**config.mk**
```make
export PLATFORM = sky130hd
export DESIGN_NAME = lambda_sampler_top
export DESIGN_NICKNAME = d
export VERILOG_FILES = /design/src/design/prng_pkg.sv /design/src/design/fixed_point_pkg.sv /design/src/design/lambda_sampler_top.sv /design/src/design/reparam_combine.sv /design/src/design/lfsr_noise.sv /design/src/design/sqrt_pipe.sv /design/src/design/softplus_pwl.sv /design/src/design/delay_line.sv
export VERILOG_INCLUDE_DIRS = /design/src /design/src/design
export SDC_FILE = /design/constraint.sdc
export NUM_CORES = 1
export LEC_CHECK = 0
export BUFFER_PORTS_ARGS = -buffer_cell sky130_fd_sc_hd__buf_2
export CORE_MARGIN = 2
export CORE_UTILIZATION = 36
export DETAILED_ROUTE_END_ITERATION = 8
export PLACE_DENSITY = 0.54
export SYNTH_ARGS = -nofsm -noshare
export SYNTH_HDL_FRONTEND = slang
export SYNTH_HIERARCHICAL = 1
export SYNTH_SLANG_ARGS = --single-unit
```
**constraint.sdc**
```tcl
create_clock -name clk -period 7.65 [get_ports clk]
set_clock_uncertainty 0.05 [all_clocks]
set_input_delay 1.1475 -clock clk [delete_from_list [all_inputs] [get_ports clk]]
set_output_delay 1.1475 -clock clk [all_outputs]
set_load 0.01 [all_outputs]
```
**src/design/lambda_consts.svh**
```systemverilog
// Constants for the sampling pipeline: softplus slice table, stage latencies
// and the noise generator setup. Include wherever one of them is needed.
`ifndef LAMBDA_CONSTS_SVH
`define LAMBDA_CONSTS_SVH

`define LAMBDA_SP_X_MIN     16'shFC00   // -4.0 in Q8.8
`define LAMBDA_SP_X_MAX     16'sh0400   // +4.0 in Q8.8

// Slope per unit-wide slice, Q1.8, slice 0 starts at -4.0
`define LAMBDA_SP_SLOPE_0   9'd8
`define LAMBDA_SP_SLOPE_1   9'd20
`define LAMBDA_SP_SLOPE_2   9'd48
`define LAMBDA_SP_SLOPE_3   9'd97
`define LAMBDA_SP_SLOPE_4   9'd159
`define LAMBDA_SP_SLOPE_5   9'd208
`define LAMBDA_SP_SLOPE_6   9'd236
`define LAMBDA_SP_SLOPE_7   9'd248

// softplus() at each slice's left edge, Q8.8
`define LAMBDA_SP_ICPT_0    16'sd5
`define LAMBDA_SP_ICPT_1    16'sd12
`define LAMBDA_SP_ICPT_2    16'sd32
`define LAMBDA_SP_ICPT_3    16'sd80
`define LAMBDA_SP_ICPT_4    16'sd177
`define LAMBDA_SP_ICPT_5    16'sd336
`define LAMBDA_SP_ICPT_6    16'sd544
`define LAMBDA_SP_ICPT_7    16'sd780

`define LAMBDA_SP_LAT       2
`define LAMBDA_SQRT_LAT     4
`define LAMBDA_COMB_LAT     2
`define LAMBDA_LAT          8           // Input to lambda_out

`define LAMBDA_LFSR_SEED    16'hACE1
`define LAMBDA_LFSR_TAPS    16'hB400

`endif
```
**src/design/prng_pkg.sv**
```systemverilog
// Types of the on-chip noise generator.
package prng_pkg;

    parameter int LFSR_W = 16;

    // Raw generator state
    typedef logic [LFSR_W-1:0] lfsr_state_t;

    // The state read as a Q2.14 word
    typedef struct packed {
        logic        sign;
        logic        int_bit;
        logic [13:0] frac;
    } noise_bits_t;

endpackage

```
**src/design/fixed_point_pkg.sv**
```systemverilog
// Number formats of the sampling data path.
// Referenced by scoped name from every arithmetic block.
package fixed_point_pkg;

    // Signed Q8.8 for mean, variance, softplus, sigma and the sample
    typedef logic signed [15:0] fixed_t;

    // Signed Q2.14 noise word
    typedef logic signed [15:0] noise_t;

    // Unsigned Q1.8 slice slope
    typedef logic [8:0] slope_t;

    // Wide intermediate for products before rescaling
    typedef logic signed [31:0] prod_t;

    // Saturation bounds of fixed_t
    parameter fixed_t FIXED_MAX = 16'sh7FFF;
    parameter fixed_t FIXED_MIN = 16'sh8000;

endpackage

```
**src/design/lambda_sampler_top.sv**
```systemverilog
// Top level of the sampling layer: one mean/variance pair in per cycle,
// one saturated Q8.8 sample out a fixed eight cycles later.
`timescale 1ns/1ps
`include "lambda_consts.svh"

module lambda_sampler_top (
    input  logic                    clk,
    input  logic                    reset,
    input  fixed_point_pkg::fixed_t mean_in,
    input  fixed_point_pkg::fixed_t var_in,
    output fixed_point_pkg::fixed_t lambda_out
);

    fixed_point_pkg::fixed_t softplus_var;
    fixed_point_pkg::fixed_t sigma;
    fixed_point_pkg::fixed_t mean_d;
    fixed_point_pkg::noise_t noise;
    fixed_point_pkg::noise_t noise_d;

    softplus_pwl u_softplus (.clk(clk), .reset(reset), .x(var_in), .y(softplus_var));

    sqrt_pipe u_sqrt (.clk(clk), .reset(reset), .x(softplus_var), .y(sigma));

    // Mean waits out the softplus and root stages
    delay_line #(
        .payload_t (fixed_point_pkg::fixed_t),
        .DEPTH     (`LAMBDA_LAT - `LAMBDA_COMB_LAT)
    ) u_mean_delay (.clk(clk), .reset(reset), .din(mean_in), .dout(mean_d));

    lfsr_noise u_noise (.clk(clk), .reset(reset), .noise(noise));

    delay_line #(
        .payload_t (fixed_point_pkg::noise_t),
        .DEPTH     (1)
    ) u_noise_delay (.clk(clk), .reset(reset), .din(noise), .dout(noise_d));

    reparam_combine u_combine (
        .clk    (clk),
        .reset  (reset),
        .sigma  (sigma),
        .noise  (noise_d),
        .mean   (mean_d),
        .sample (lambda_out)
    );

endmodule

```
**src/design/reparam_combine.sv**
```systemverilog
// Final reparameterization step: sample = mean + sigma * noise.
// Product rescaled from Q10.22 to Q8.8, both the product and the sum saturate.
`timescale 1ns/1ps

module reparam_combine (
    input  logic                    clk,
    input  logic                    reset,
    input  fixed_point_pkg::fixed_t sigma,
    input  fixed_point_pkg::noise_t noise,
    input  fixed_point_pkg::fixed_t mean,
    output fixed_point_pkg::fixed_t sample
);

    fixed_point_pkg::prod_t  prod_full;
    fixed_point_pkg::prod_t  prod_shift;
    fixed_point_pkg::fixed_t prod_sat;
    fixed_point_pkg::fixed_t prod_q;
    fixed_point_pkg::fixed_t mean_q;
    logic signed [16:0]      sum;
    fixed_point_pkg::fixed_t sum_sat;

    assign prod_full  = sigma * noise;
    assign prod_shift = prod_full >>> 14;      // Drop the noise fraction bits

    always_comb begin
        if (prod_shift > fixed_point_pkg::prod_t'(fixed_point_pkg::FIXED_MAX))
            prod_sat = fixed_point_pkg::FIXED_MAX;
        else if (prod_shift < fixed_point_pkg::prod_t'(fixed_point_pkg::FIXED_MIN))
            prod_sat = fixed_point_pkg::FIXED_MIN;
        else
            prod_sat = prod_shift[15:0];
    end

    assign sum = mean_q + prod_q;              // One guard bit for overflow

    always_comb begin
        if (sum[16] != sum[15])
            sum_sat = sum[16] ? fixed_point_pkg::FIXED_MIN : fixed_point_pkg::FIXED_MAX;
        else
            sum_sat = sum[15:0];
    end

    always_ff @(posedge clk) begin
        if (reset) begin
            prod_q <= '0;
            mean_q <= '0;
            sample <= '0;
        end else begin
            prod_q <= prod_sat;
            mean_q <= mean;                    // Keeps step with the product
            sample <= sum_sat;
        end
    end

    // Any X here came from an uninitialized stage upstream
    assert property (@(posedge clk) disable iff (reset) !$isunknown(sample));

endmodule

```
**src/design/lfsr_noise.sv**
```systemverilog
// 16-bit Galois LFSR noise source, one Q2.14 word per cycle.
// Seeded from the constants header while reset is high.
`timescale 1ns/1ps
`include "lambda_consts.svh"

module lfsr_noise (
    input  logic                    clk,
    input  logic                    reset,
    output fixed_point_pkg::noise_t noise
);

    prng_pkg::lfsr_state_t state;
    prng_pkg::noise_bits_t view;

    always_ff @(posedge clk) begin
        if (reset) begin
            state <= `LAMBDA_LFSR_SEED;
        end else begin
            // Shift right, fold the taps back in when a 1 drops out
            state <= (state >> 1) ^ (state[0] ? `LAMBDA_LFSR_TAPS : 16'h0000);
        end
    end

    assign view  = prng_pkg::noise_bits_t'(state);
    assign noise = {view.sign, view.int_bit, view.frac};   // State bits as Q2.14

    // A zero state would lock the generator up for good
    assert property (@(posedge clk) disable iff (reset) state != '0);

endmodule

```
**src/design/sqrt_pipe.sv**
```systemverilog
// Pipelined integer root: y = floor(sqrt(x * 256)), giving sqrt of a Q8.8 value in Q8.8.
// Restoring digit recurrence, three root bits per stage, four stages.
`timescale 1ns/1ps

module sqrt_pipe (
    input  logic                    clk,
    input  logic                    reset,
    input  fixed_point_pkg::fixed_t x,
    output fixed_point_pkg::fixed_t y
);

    localparam int STAGES         = 4;
    localparam int BITS_PER_STAGE = 3;

    typedef struct packed {
        logic [15:0] rem;                      // Partial remainder
        logic [11:0] root;                     // Root bits resolved so far
        logic [23:0] rad;                      // Radicand bits not yet consumed
    } root_state_t;

    // Three iterations of the restoring recurrence
    function automatic root_state_t root_step(root_state_t s);
        root_state_t r;
        logic [15:0] trial;
        r = s;
        for (int i = 0; i < BITS_PER_STAGE; i++) begin
            r.rem = {r.rem[13:0], r.rad[23:22]};   // Bring down two radicand bits
            r.rad = {r.rad[21:0], 2'b00};
            trial = {2'b00, r.root, 2'b01};        // 4*root + 1
            if (r.rem >= trial) begin
                r.rem  = r.rem - trial;
                r.root = {r.root[10:0], 1'b1};
            end else begin
                r.root = {r.root[10:0], 1'b0};
            end
        end
        return r;
    endfunction

    root_state_t             st_in;
    root_state_t             st_q [STAGES];
    fixed_point_pkg::fixed_t x_q  [STAGES];   // Input carried along for the check

    assign st_in.rem  = '0;
    assign st_in.root = '0;
    assign st_in.rad  = x[15] ? 24'd0 : {x, 8'b0};  // Negative input gives 0

    always_ff @(posedge clk) begin
        if (reset) begin
            for (int s = 0; s < STAGES; s++) begin
                st_q[s] <= '0;
                x_q[s]  <= '0;
            end
        end else begin
            st_q[0] <= root_step(st_in);
            x_q[0]  <= x;
            for (int s = 1; s < STAGES; s++) begin
                st_q[s] <= root_step(st_q[s-1]);
                x_q[s]  <= x_q[s-1];
            end
        end
    end

    assign y = fixed_point_pkg::fixed_t'({4'b0000, st_q[STAGES-1].root});

    logic [24:0] rad_chk;
    logic [12:0] root_inc;
    logic [24:0] root_sq;
    logic [24:0] root_inc_sq;

    assign rad_chk     = x_q[STAGES-1][15] ? 25'd0 : {1'b0, x_q[STAGES-1], 8'b0};
    assign root_inc    = {1'b0, st_q[STAGES-1].root} + 13'd1;
    assign root_sq     = 25'(st_q[STAGES-1].root) * 25'(st_q[STAGES-1].root);
    assign root_inc_sq = 25'(root_inc) * 25'(root_inc);

    // Output is the floor root of the input that entered four cycles earlier
    assert property (@(posedge clk) disable iff (reset)
        (root_sq <= rad_chk) && (root_inc_sq > rad_chk));

endmodule

```
**src/design/softplus_pwl.sv**
```systemverilog
// Eight-slice piecewise-linear softplus over [-4, +4), two register stages.
// Below the range the result is 0, at or above it the input passes through.
`timescale 1ns/1ps
`include "lambda_consts.svh"

module softplus_pwl (
    input  logic                    clk,
    input  logic                    reset,
    input  fixed_point_pkg::fixed_t x,
    output fixed_point_pkg::fixed_t y
);

    localparam logic [1:0] CLS_LOW   = 2'd0;
    localparam logic [1:0] CLS_HIGH  = 2'd1;
    localparam logic [1:0] CLS_SLICE = 2'd2;

    fixed_point_pkg::fixed_t rel;              // x relative to X_MIN
    logic [2:0]              slice;
    logic [1:0]              cls;
    fixed_point_pkg::slope_t slope;
    fixed_point_pkg::fixed_t icpt;

    // Stage 1 registers
    logic [1:0]              cls_q;
    fixed_point_pkg::fixed_t x_q;
    logic [7:0]              offset_q;
    fixed_point_pkg::slope_t slope_q;
    fixed_point_pkg::fixed_t icpt_q;

    logic [16:0]             ramp_full;
    fixed_point_pkg::fixed_t y_next;

    assign rel   = x - `LAMBDA_SP_X_MIN;
    assign slice = rel[10:8];                  // Unit-wide slices

    always_comb begin
        if (x < `LAMBDA_SP_X_MIN) cls = CLS_LOW;
        else if (x >= `LAMBDA_SP_X_MAX) cls = CLS_HIGH;
        else cls = CLS_SLICE;
    end

    always_comb begin
        case (slice)
            3'd0: begin slope = `LAMBDA_SP_SLOPE_0; icpt = `LAMBDA_SP_ICPT_0; end
            3'd1: begin slope = `LAMBDA_SP_SLOPE_1; icpt = `LAMBDA_SP_ICPT_1; end
            3'd2: begin slope = `LAMBDA_SP_SLOPE_2; icpt = `LAMBDA_SP_ICPT_2; end
            3'd3: begin slope = `LAMBDA_SP_SLOPE_3; icpt = `LAMBDA_SP_ICPT_3; end
            3'd4: begin slope = `LAMBDA_SP_SLOPE_4; icpt = `LAMBDA_SP_ICPT_4; end
            3'd5: begin slope = `LAMBDA_SP_SLOPE_5; icpt = `LAMBDA_SP_ICPT_5; end
            3'd6: begin slope = `LAMBDA_SP_SLOPE_6; icpt = `LAMBDA_SP_ICPT_6; end
            default: begin slope = `LAMBDA_SP_SLOPE_7; icpt = `LAMBDA_SP_ICPT_7; end
        endcase
    end

    always_ff @(posedge clk) begin
        if (reset) begin
            cls_q    <= CLS_LOW;
            x_q      <= '0;
            offset_q <= '0;
            slope_q  <= '0;
            icpt_q   <= '0;
        end else begin
            cls_q    <= cls;
            x_q      <= x;
            offset_q <= rel[7:0];              // Distance into the slice
            slope_q  <= slope;
            icpt_q   <= icpt;
        end
    end

    // Q1.8 slope times Q0.8 offset, back to Q8.8
    assign ramp_full = slope_q * offset_q;

    always_comb begin
        case (cls_q)
            CLS_HIGH:  y_next = x_q;
            CLS_SLICE: y_next = icpt_q + fixed_point_pkg::fixed_t'({7'b0, ramp_full[16:8]});
            default:   y_next = '0;
        endcase
    end

    always_ff @(posedge clk) begin
        if (reset) y <= '0;
        else y <= y_next;
    end

    // Softplus feeds the root, which treats negatives as 0
    assert property (@(posedge clk) disable iff (reset) y >= 0);

endmodule

```
**src/design/delay_line.sv**
```systemverilog
// Fixed-depth shift-register delay for any payload type.
// Used to align the mean and noise words with the sigma path.
`timescale 1ns/1ps

module delay_line #(
    parameter type payload_t = logic [15:0],
    parameter int  DEPTH     = 1
) (
    input  logic     clk,
    input  logic     reset,
    input  payload_t din,
    output payload_t dout
);

    payload_t taps [DEPTH];

    always_ff @(posedge clk) begin
        if (reset) begin
            for (int i = 0; i < DEPTH; i++) begin
                taps[i] <= '0;
            end
        end else begin
            taps[0] <= din;
            for (int i = 1; i < DEPTH; i++) begin
                taps[i] <= taps[i-1];   // Shift toward the output
            end
        end
    end

    assign dout = taps[DEPTH-1];

endmodule

```
==> flow_metrics.tcl, run 1 <==
set metrics [dict create \
    combPwrFrac_pct 64.3 \
    gr-total-overflow 0 \
    outcome "completed" \
    finalCoreUtilization_pct 39.2 \
    slowest_delay_ns 0.40 \
    dpl-instance-area_sq_um 27900 \
    cts-buffers-inserted 36 \
    clock-root-buffer "sky130_fd_sc_hd__clkbuf_16" \
    rr_endpoint "u_sqrt/st_q[2][43]" \
    postCtsHoldBufs 0 \
    seq_area_frac_synth_pct 23.2 \
    report.final.hold_viol_count 0 \
    r2r-start "u_sqrt/st_q[1][21]" \
    cts_max_level 2 \
    cts.clk_slew.worst_paths_ns 0.06 \
    synth_compound_area_share_pct 12.4 \
    wirelength_um 61200 \
    timing_worst_slew_pin_value_ns 0.917 \
    numClockSinks 311 \
    rsz_0062_raised_after_global_routing "false" \
    insertion_delay_ns 0.55 \
    routed-via-count 19400 \
    post-route-min-period_ns 7.01 \
    wire_length_per_cell_after_detailed_routing_um 15.7 \
    drv_cap 0 \
    fmax_mhz 143 \
    crit_path_max_fanout 13 \
    layout-area-overhead-vs-synth_pct 8.30 \
    die_area_sq_um 76800 \
    grt_pass1_wl_um 104000 \
    cts_buffer_depth 3 \
    design.final.nets 3458 \
    grt_pass1_vias 20600 \
    critical_path.startpoint "u_sqrt/st_q[1][21]" \
    filler_cells_inserted 7373 \
    cellPowerDensity_nw_per_um2 365 \
    post_synthesis_cell_count 2908 \
    post_cts.resized_instances 0 \
    slew_headroom_pct 38.8 \
    fp.coreArea_sq_um 74200 \
    largest_net_degree_at_the_start_of_global_routing 98 \
    stdcell_area_sq_um 29100 \
    criticalPathCategory "register to register" \
    cp.arrival_ns 7.37 \
    cp_data_required_time_ns 8.01 \
    asyncSetResetFlopFracSynth_pct 0 \
    total_power_uw 10600 \
    core.rowCount 100 \
    internal_power_uw 5730 \
    routabilityCongestion 0.852 \
    dpl.hpwl_um 47900 \
    post_synth.cell_area_avg_sq_um 9.24 \
    setup_violations 0 \
    timing.reg2reg.worst_path_depth 31 \
    postSynth.topFlopCell "sky130_fd_sc_hd__dfxtp_1" \
    synth_cell_type_count 106 \
    crit_path_slowest_cell "sky130_fd_sc_hd__ha_1" \
    ys.warnings.count 6 \
    muxShareOfSynthArea_pct 0.913 \
    die-width_um 277 \
    post-route-drc-count 0 \
    switching_part_of_the_total_power_pct 46.1 \
    ys_ff_latch 311 \
    cp_capture_type "register" \
    detailedRoute.firstPassIterationCount 7 \
    chipHeight_um 277 \
    grt_usage_pct 16.5 \
    worst_setup_path_start_kind "register" \
    insertedDiodeCount 0 \
    worst_ir_drop_vdd_mv 0.469 \
    first_iter_violations 953 \
    setup.reg_to_reg.worst_slack_ns 0.64 \
    relative_contribution_of_sequential_cells_to_total_power_pct 18.9 \
    placement.io_buffers 49 \
    clockPowerShare_pct 16.8 \
    avgViaCountPerCell 4.98 \
    detail-route-antenna-nets 0 \
    cts.repair_timing.setup_buffer_count 0 \
    power_switching_uw 4900 \
    finalCritPeriodShare_pct 91.7 \
    io_pins 50 \
    synth_top_family_by_area "adder cells" \
    setup_tns_ns 0 \
    synth.cell_area_sq_um 26900 \
    initial_core_util_pct 36.2 \
    cellLeakagePower_uw 0.0134 \
    synth_edf_count 0 \
    synth_adder_area_share_pct 32.6 \
    endpoint "u_sqrt/st_q[2][43]" \
    initial_antenna_violation_count 1 \
    final_layout_size_suffix_gt1_share_pct 7.58 \
    cts_tree "yes" \
    synth_simple_gate_area_share_pct 18.8 \
    slew_violations 0 \
    yosys.area_share.xor_xnor_pct 3.65 \
    worst_hold_path_type "register to register" \
]
==> logic make-up (layout without fill, tap and decap cells) <==
| logic type | after synthesis | after routing |
|---|---|---|
| mux | 23 | 23 |
| xor+xnor | 112 | 112 |
| other cells | 1 | 4 |
| fa+ha+maj | 521 | 521 |
| flops | 311 | 311 |
| simple gates | 927 | 927 |
| buf+inv | 550 | 568 |
| compound gates | 463 | 463 |
==> metal layers <==
| layer | vias up | wire length [um] | GRT usage (%) |
|---|---|---|---|
| li1 | 9403 | - | - |
| met4 | 0 | 1620 | 5.14 |
| met2 | 375 | 29600 | 28.8 |
| met1 | 9535 | 27700 | 21.2 |
| met5 | - | 0 | 0 |
| met3 | 95 | 2250 | 2.00 |
==> Yosys cell counts, types with 10 or more instances <==
library cell | count | area [sq um]
sky130_fd_sc_hd__xor2_1 | 34 | 298
sky130_fd_sc_hd__o21ai_0 | 83 | 415
sky130_fd_sc_hd__nor3_1 | 32 | 160
sky130_fd_sc_hd__nand3_1 | 26 | 130
sky130_fd_sc_hd__or2_2 | 11 | 68.8
sky130_fd_sc_hd__o31ai_1 | 19 | 143
sky130_fd_sc_hd__nand4_1 | 24 | 150
sky130_fd_sc_hd__and2_1 | 200 | 1250
sky130_fd_sc_hd__or3_1 | 18 | 113
sky130_fd_sc_hd__or4_1 | 16 | 120
sky130_fd_sc_hd__nor4_1 | 11 | 68.8
sky130_fd_sc_hd__o31ai_2 | 10 | 125
sky130_fd_sc_hd__a21oi_1 | 109 | 546
sky130_fd_sc_hd__buf_4 | 24 | 180
sky130_fd_sc_hd__dfxtp_1 | 311 | 6230
sky130_fd_sc_hd__mux2_2 | 11 | 124
sky130_fd_sc_hd__xnor2_1 | 78 | 683
sky130_fd_sc_hd__o21a_1 | 32 | 240
sky130_fd_sc_hd__buf_2 | 13 | 65.1
sky130_fd_sc_hd__clkbuf_1 | 63 | 236
sky130_fd_sc_hd__nor2_1 | 148 | 556
sky130_fd_sc_hd__nor2b_1 | 153 | 957
sky130_fd_sc_hd__fa_1 | 300 | 6010
sky130_fd_sc_hd__nand2b_1 | 27 | 169
sky130_fd_sc_hd__a21o_1 | 41 | 308
sky130_fd_sc_hd__o21bai_1 | 16 | 120
sky130_fd_sc_hd__inv_1 | 435 | 1630
sky130_fd_sc_hd__ha_1 | 221 | 2770
sky130_fd_sc_hd__nand2_1 | 195 | 732
sky130_fd_sc_hd__mux2i_1 | 11 | 110
sky130_fd_sc_hd__a211oi_1 | 19 | 143
==> per-stage QoR <==
stage | setup WS (ns) | instances | hold WS, ns
global placement | 0.768 | 3834 | 0.358
finish | 0.636 | 3898 | 0.375
global route | 0.130 | 3898 | 0.391
floorplan | 0.992 | 2911 | 0.349
CTS | 0.655 | 3898 | 0.376
detailed placement | 0.692 | 3834 | 0.362
==> power by group through the flow <==
stage	Sequential, uW	Clock [uW]	Combinational, uW
finish	2010	1790	6830
global route	2030	1910	7680
CTS	2010	1850	6820
detailed placement	2040	0	6770
global placement	2040	0	6690
floorplan	1940	0	5460
==> final cells by class <==
| cell class | count | area (sq um) | share of cell area (%) |
|---|---|---|---|
| tap | 969 | 1210 | 4.17 |
| timing repair buffer | 67 | 389 | 1.34 |
| sequential | 311 | 6230 | 21.4 |
| clock buffer | 45 | 975 | 3.35 |
| inverter | 437 | 1640 | 5.64 |
| multi-input combinational | 2050 | 18400 | 63.2 |
| clock inverter | 19 | 255 | 0.877 |
==> sequential cells by signal, indices dropped and copies added, names as in the netlist <==
| register | cells |
|---|---|
| u_combine/mean_q | 16 |
| u_combine/prod_q | 16 |
| u_combine/sample | 16 |
| u_mean_delay/taps | 96 |
| u_noise/noise | 16 |
| u_noise_delay/taps | 16 |
| u_softplus/cls_q | 2 |
| u_softplus/icpt_q | 8 |
| u_softplus/slope_q | 8 |
| u_softplus/x_q | 16 |
| u_softplus/y | 16 |
| u_sqrt/st_q | 85 |
==> layout by cell type (no fill, tap or decap), types with 7 or more instances in the layout <==
cell type | synthesis | final
sky130_fd_sc_hd__nor2b_2 | 7 | 7
sky130_fd_sc_hd__or2_2 | 11 | 11
sky130_fd_sc_hd__buf_4 | 24 | 18
sky130_fd_sc_hd__clkbuf_16 | 0 | 36
sky130_fd_sc_hd__and3_1 | 7 | 7
sky130_fd_sc_hd__fa_1 | 300 | 300
sky130_fd_sc_hd__inv_1 | 435 | 435
sky130_fd_sc_hd__a21oi_1 | 109 | 109
sky130_fd_sc_hd__xor2_1 | 34 | 34
sky130_fd_sc_hd__nor2_1 | 148 | 148
sky130_fd_sc_hd__nand3_1 | 26 | 26
sky130_fd_sc_hd__a21o_1 | 41 | 41
sky130_fd_sc_hd__and2_1 | 200 | 200
sky130_fd_sc_hd__a211oi_1 | 19 | 19
sky130_fd_sc_hd__xnor2_1 | 78 | 78
sky130_fd_sc_hd__o31ai_1 | 19 | 19
sky130_fd_sc_hd__mux2_2 | 11 | 11
sky130_fd_sc_hd__nor2b_1 | 153 | 153
sky130_fd_sc_hd__a221oi_1 | 7 | 7
sky130_fd_sc_hd__nand4_1 | 24 | 24
sky130_fd_sc_hd__o21ai_0 | 83 | 83
sky130_fd_sc_hd__or3_1 | 18 | 18
sky130_fd_sc_hd__ha_1 | 221 | 221
sky130_fd_sc_hd__and2b_2 | 7 | 7
sky130_fd_sc_hd__a21boi_0 | 7 | 7
sky130_fd_sc_hd__nor4_1 | 11 | 11
sky130_fd_sc_hd__buf_2 | 13 | 48
sky130_fd_sc_hd__nor3_1 | 32 | 32
sky130_fd_sc_hd__o21a_1 | 32 | 32
sky130_fd_sc_hd__or4_1 | 16 | 16
sky130_fd_sc_hd__or2_1 | 8 | 8
sky130_fd_sc_hd__mux2i_1 | 11 | 11
sky130_fd_sc_hd__nand2b_1 | 27 | 27
sky130_fd_sc_hd__o21bai_1 | 16 | 16
sky130_fd_sc_hd__dfxtp_1 | 311 | 311
sky130_fd_sc_hd__a22oi_1 | 8 | 8
sky130_fd_sc_hd__a31oi_1 | 8 | 8
sky130_fd_sc_hd__nand2_1 | 195 | 195
sky130_fd_sc_hd__o31ai_2 | 10 | 10
sky130_fd_sc_hd__o211ai_1 | 8 | 8
==> worst min path at each step <==
stage,start,endpoint,slack [ns],cells past startpoint
after detailed placement,u_softplus/y[4],u_sqrt/st_q[0][12],0.36,1
after global placement,u_noise/noise[7],u_noise/noise[6],0.36,1
after floorplan,u_noise/noise[6],u_noise/noise[5],0.35,1
final,u_softplus/x_q[13],u_softplus/y[13],0.38,1
after CTS,u_mean_delay/taps[0][52],u_mean_delay/taps[0][68],0.38,1
after global routing,u_softplus/x_q[14],u_softplus/y[14],0.39,1
==> critical path, delay by kind of cell (launching register included) <==
family	cells	cell delay (ns)
AO/OA/AOI/OAI	17	3.42
adder cells (fa/ha/maj)	3	1.06
AND/OR/NAND/NOR	7	1.04
buffers and inverters	3	0.62
multiplexers	1	0.38
flip-flops	1	0.30
(Power assumes the default switching activity.)
==> run 2, diff against run 1 <==
--- a/config.mk
+++ b/config.mk
@@ -10,7 +10,7 @@
 export CORE_MARGIN = 2
 export CORE_UTILIZATION = 36
 export DETAILED_ROUTE_END_ITERATION = 8
-export PLACE_DENSITY = 0.54
+export PLACE_DENSITY = 0.49
 export SYNTH_ARGS = -nofsm -noshare
 export SYNTH_HDL_FRONTEND = slang
 export SYNTH_HIERARCHICAL = 1
==> run 2 against run 1 <==
Count of clock-buffer cells in the layout grew 1. Via count shrank 0.37%. Critical path depth shrank 11. Critical endpoint is now u_combine/prod_q[2]. Utilization is essentially flat. Combinational power grew 0.9%. Wire length grew 4.0%.
==> flow_metrics.tcl, run 2 (synthesis gave the netlist of run 1 again) <==
set metrics [dict create \
    cts.repair_timing.setup_buffer_count 0 \
    final_layout_size_suffix_gt1_share_pct 7.67 \
    io_pins 50 \
    timing.critical_path.mode_cell "sky130_fd_sc_hd__fa_1" \
    clock-root-buffer "sky130_fd_sc_hd__clkbuf_16" \
    die_area_sq_um 76800 \
    clockPowerShare_pct 16.4 \
    setup_tns_ns 0 \
    report.final.hold_viol_count 0 \
    worst_hold_path_type "register to register" \
    initial_core_util_pct 36.2 \
    post-route-drc-count 0 \
    slew_violations 0 \
    placement.io_buffers 49 \
    cts_buffer_depth 3 \
    detail-route-antenna-nets 0 \
    insertedDiodeCount 0 \
    cp_capture_type "register" \
    layout-area-overhead-vs-synth_pct 8.34 \
    area_of_the_multi_input_gates_sq_um 18400 \
    cp_data_required_time_ns 8.04 \
    die-width_um 277 \
    timing_worst_slew_pin_value_ns 0.959 \
    cp.arrival_ns 7.59 \
    cts-buffers-inserted 35 \
    insertion_delay_ns 0.55 \
    slowest_delay_ns 0.94 \
    rsz_0062_raised_after_global_routing "false" \
    core.rowCount 100 \
    largest_net_degree_at_the_start_of_global_routing 91 \
    cellLeakagePower_uw 0.0134 \
    grt_pass1_wl_um 106000 \
    setup_violations 0 \
    filler_cells_inserted 7415 \
    regMostFlops "u_mean_delay/taps" \
    fp.coreArea_sq_um 74200 \
    cellPowerDensity_nw_per_um2 365 \
    cts.clk_slew.worst_paths_ns 0.06 \
    postCtsHoldBufs 0 \
    gr-total-overflow 0 \
    largest_registers "u_mean_delay/taps: 96 flops, u_sqrt/st_q: 85 flops" \
    initial_antenna_violation_count 0 \
    routabilityCongestion 0.836 \
    first_iter_violations 1000 \
    grt_usage_pct 16.9 \
    slew_headroom_pct 36.0 \
    total_power_uw 10600 \
    grt_pass1_vias 20200 \
    routed-via-count 19300 \
    crit_path_max_fanout 16 \
    worst_setup_path_start_kind "register" \
    design.final.nets 3463 \
    post_cts.resized_instances 0 \
    wire_length_per_cell_after_detailed_routing_um 16.3 \
    crit_path_slowest_cell "sky130_fd_sc_hd__dfxtp_1" \
    cts_max_level 2 \
    worst_ir_drop_vdd_mv 0.496 \
    criticalPathCategory "register to register" \
    most_common_cell_after_layout_fill_and_taps_aside "sky130_fd_sc_hd__inv_1" \
    cts_tree "yes" \
    detailedRoute.firstPassIterationCount 7 \
    wirelength_um 63700 \
    combPwrFrac_pct 64.8 \
    largest_reg_flops 96 \
    avgViaCountPerCell 4.96 \
    post-route-min-period_ns 7.20 \
    timing.critical_path.cells "nand2_1 > fa_1 > fa_1 > fa_1 > inv_1 > fa_1 > fa_1 > inv_1 > fa_1 > inv_1 > ha_1 > nand4_2 > nor3_1 > a211oi_1 > a41oi_2 > a31oi_1 > xnor2_1 > a211oi_4 > buf_4 > o31ai_1" \
    outcome "completed" \
    power_switching_uw 4900 \
    dpl.hpwl_um 49900 \
    numClockSinks 311 \
    chipHeight_um 277 \
    relative_contribution_of_sequential_cells_to_total_power_pct 18.8 \
    layout.cells.most_common_list "sky130_fd_sc_hd__inv_1 (435), sky130_fd_sc_hd__dfxtp_1 (311), sky130_fd_sc_hd__fa_1 (300)" \
    finalCritPeriodShare_pct 94.1 \
    switching_part_of_the_total_power_pct 46.1 \
    internal_power_uw 5730 \
    fmax_mhz 139 \
    drv_cap 0 \
    seq_area_sq_um 6230 \
]
## run 2: per-stage QoR
stage	area (sq um)	worst slack (ns)	std cells	hold WS (ns)	util (%)
2_1_floorplan	26900	0.992	2911	0.349	-
3_3_place_gp	27900	0.652	3840	0.360	37.6
3_5_place_dp	27900	0.487	3840	0.363	37.6
4_1_cts	29100	0.458	3901	0.377	39.2
5_1_grt	29100	0.0117	3901	0.397	39.2
6_report	29100	0.450	3901	0.373	39.2
## run 2: final timing paths
check	from	end	slack, ns	depth (start not counted)
setup / recovery	u_sqrt/st_q[3][27]	u_combine/prod_q[2]	0.45	20
hold / removal	u_noise/noise[6]	u_noise/noise[5]	0.37	1
setup reg to reg	u_sqrt/st_q[3][27]	u_combine/prod_q[2]	0.45	20
hold reg to reg	u_noise/noise[6]	u_noise/noise[5]	0.37	1
## run 2: power by group through the flow
stage | Sequential (uW) | Combinational, uW | Clock, uW
6_report | 2000 | 6890 | 1750
5_1_grt | 2020 | 7770 | 1880
4_1_cts | 2000 | 6890 | 1820
3_5_place_dp | 2040 | 6840 | 0
3_3_place_gp | 2040 | 6760 | 0
2_1_floorplan | 1940 | 5460 | 0
## run 2: worst max-delay path: cells and delay by family (launching register included)
family / cells / cell delay, ns
compound gates: 5 / 1.57
buf+inv: 4 / 0.37
flops: 1 / 0.94
xor+xnor: 1 / 0.25
fa+ha+maj: 7 / 3.46
simple gates: 3 / 0.42
## run 2: final cells by class
type	count	area share [%]
clock buffers	46	3.40
clock inverters	15	0.705
inverters	437	5.64
multi-input cells	2050	63.2
flip-flops and latches	311	21.4
well taps	969	4.17
repair buffers	73	1.49
## run 2: routing by layer
metal | vias up | wire length (um) | track usage, %
li1 | 9409 | - | -
met1 | 9524 | 29900 | 22.8
met2 | 324 | 30100 | 28.6
met3 | 79 | 1980 | 1.75
met4 | 0 | 1670 | 4.84
met5 | - | 0 | 0
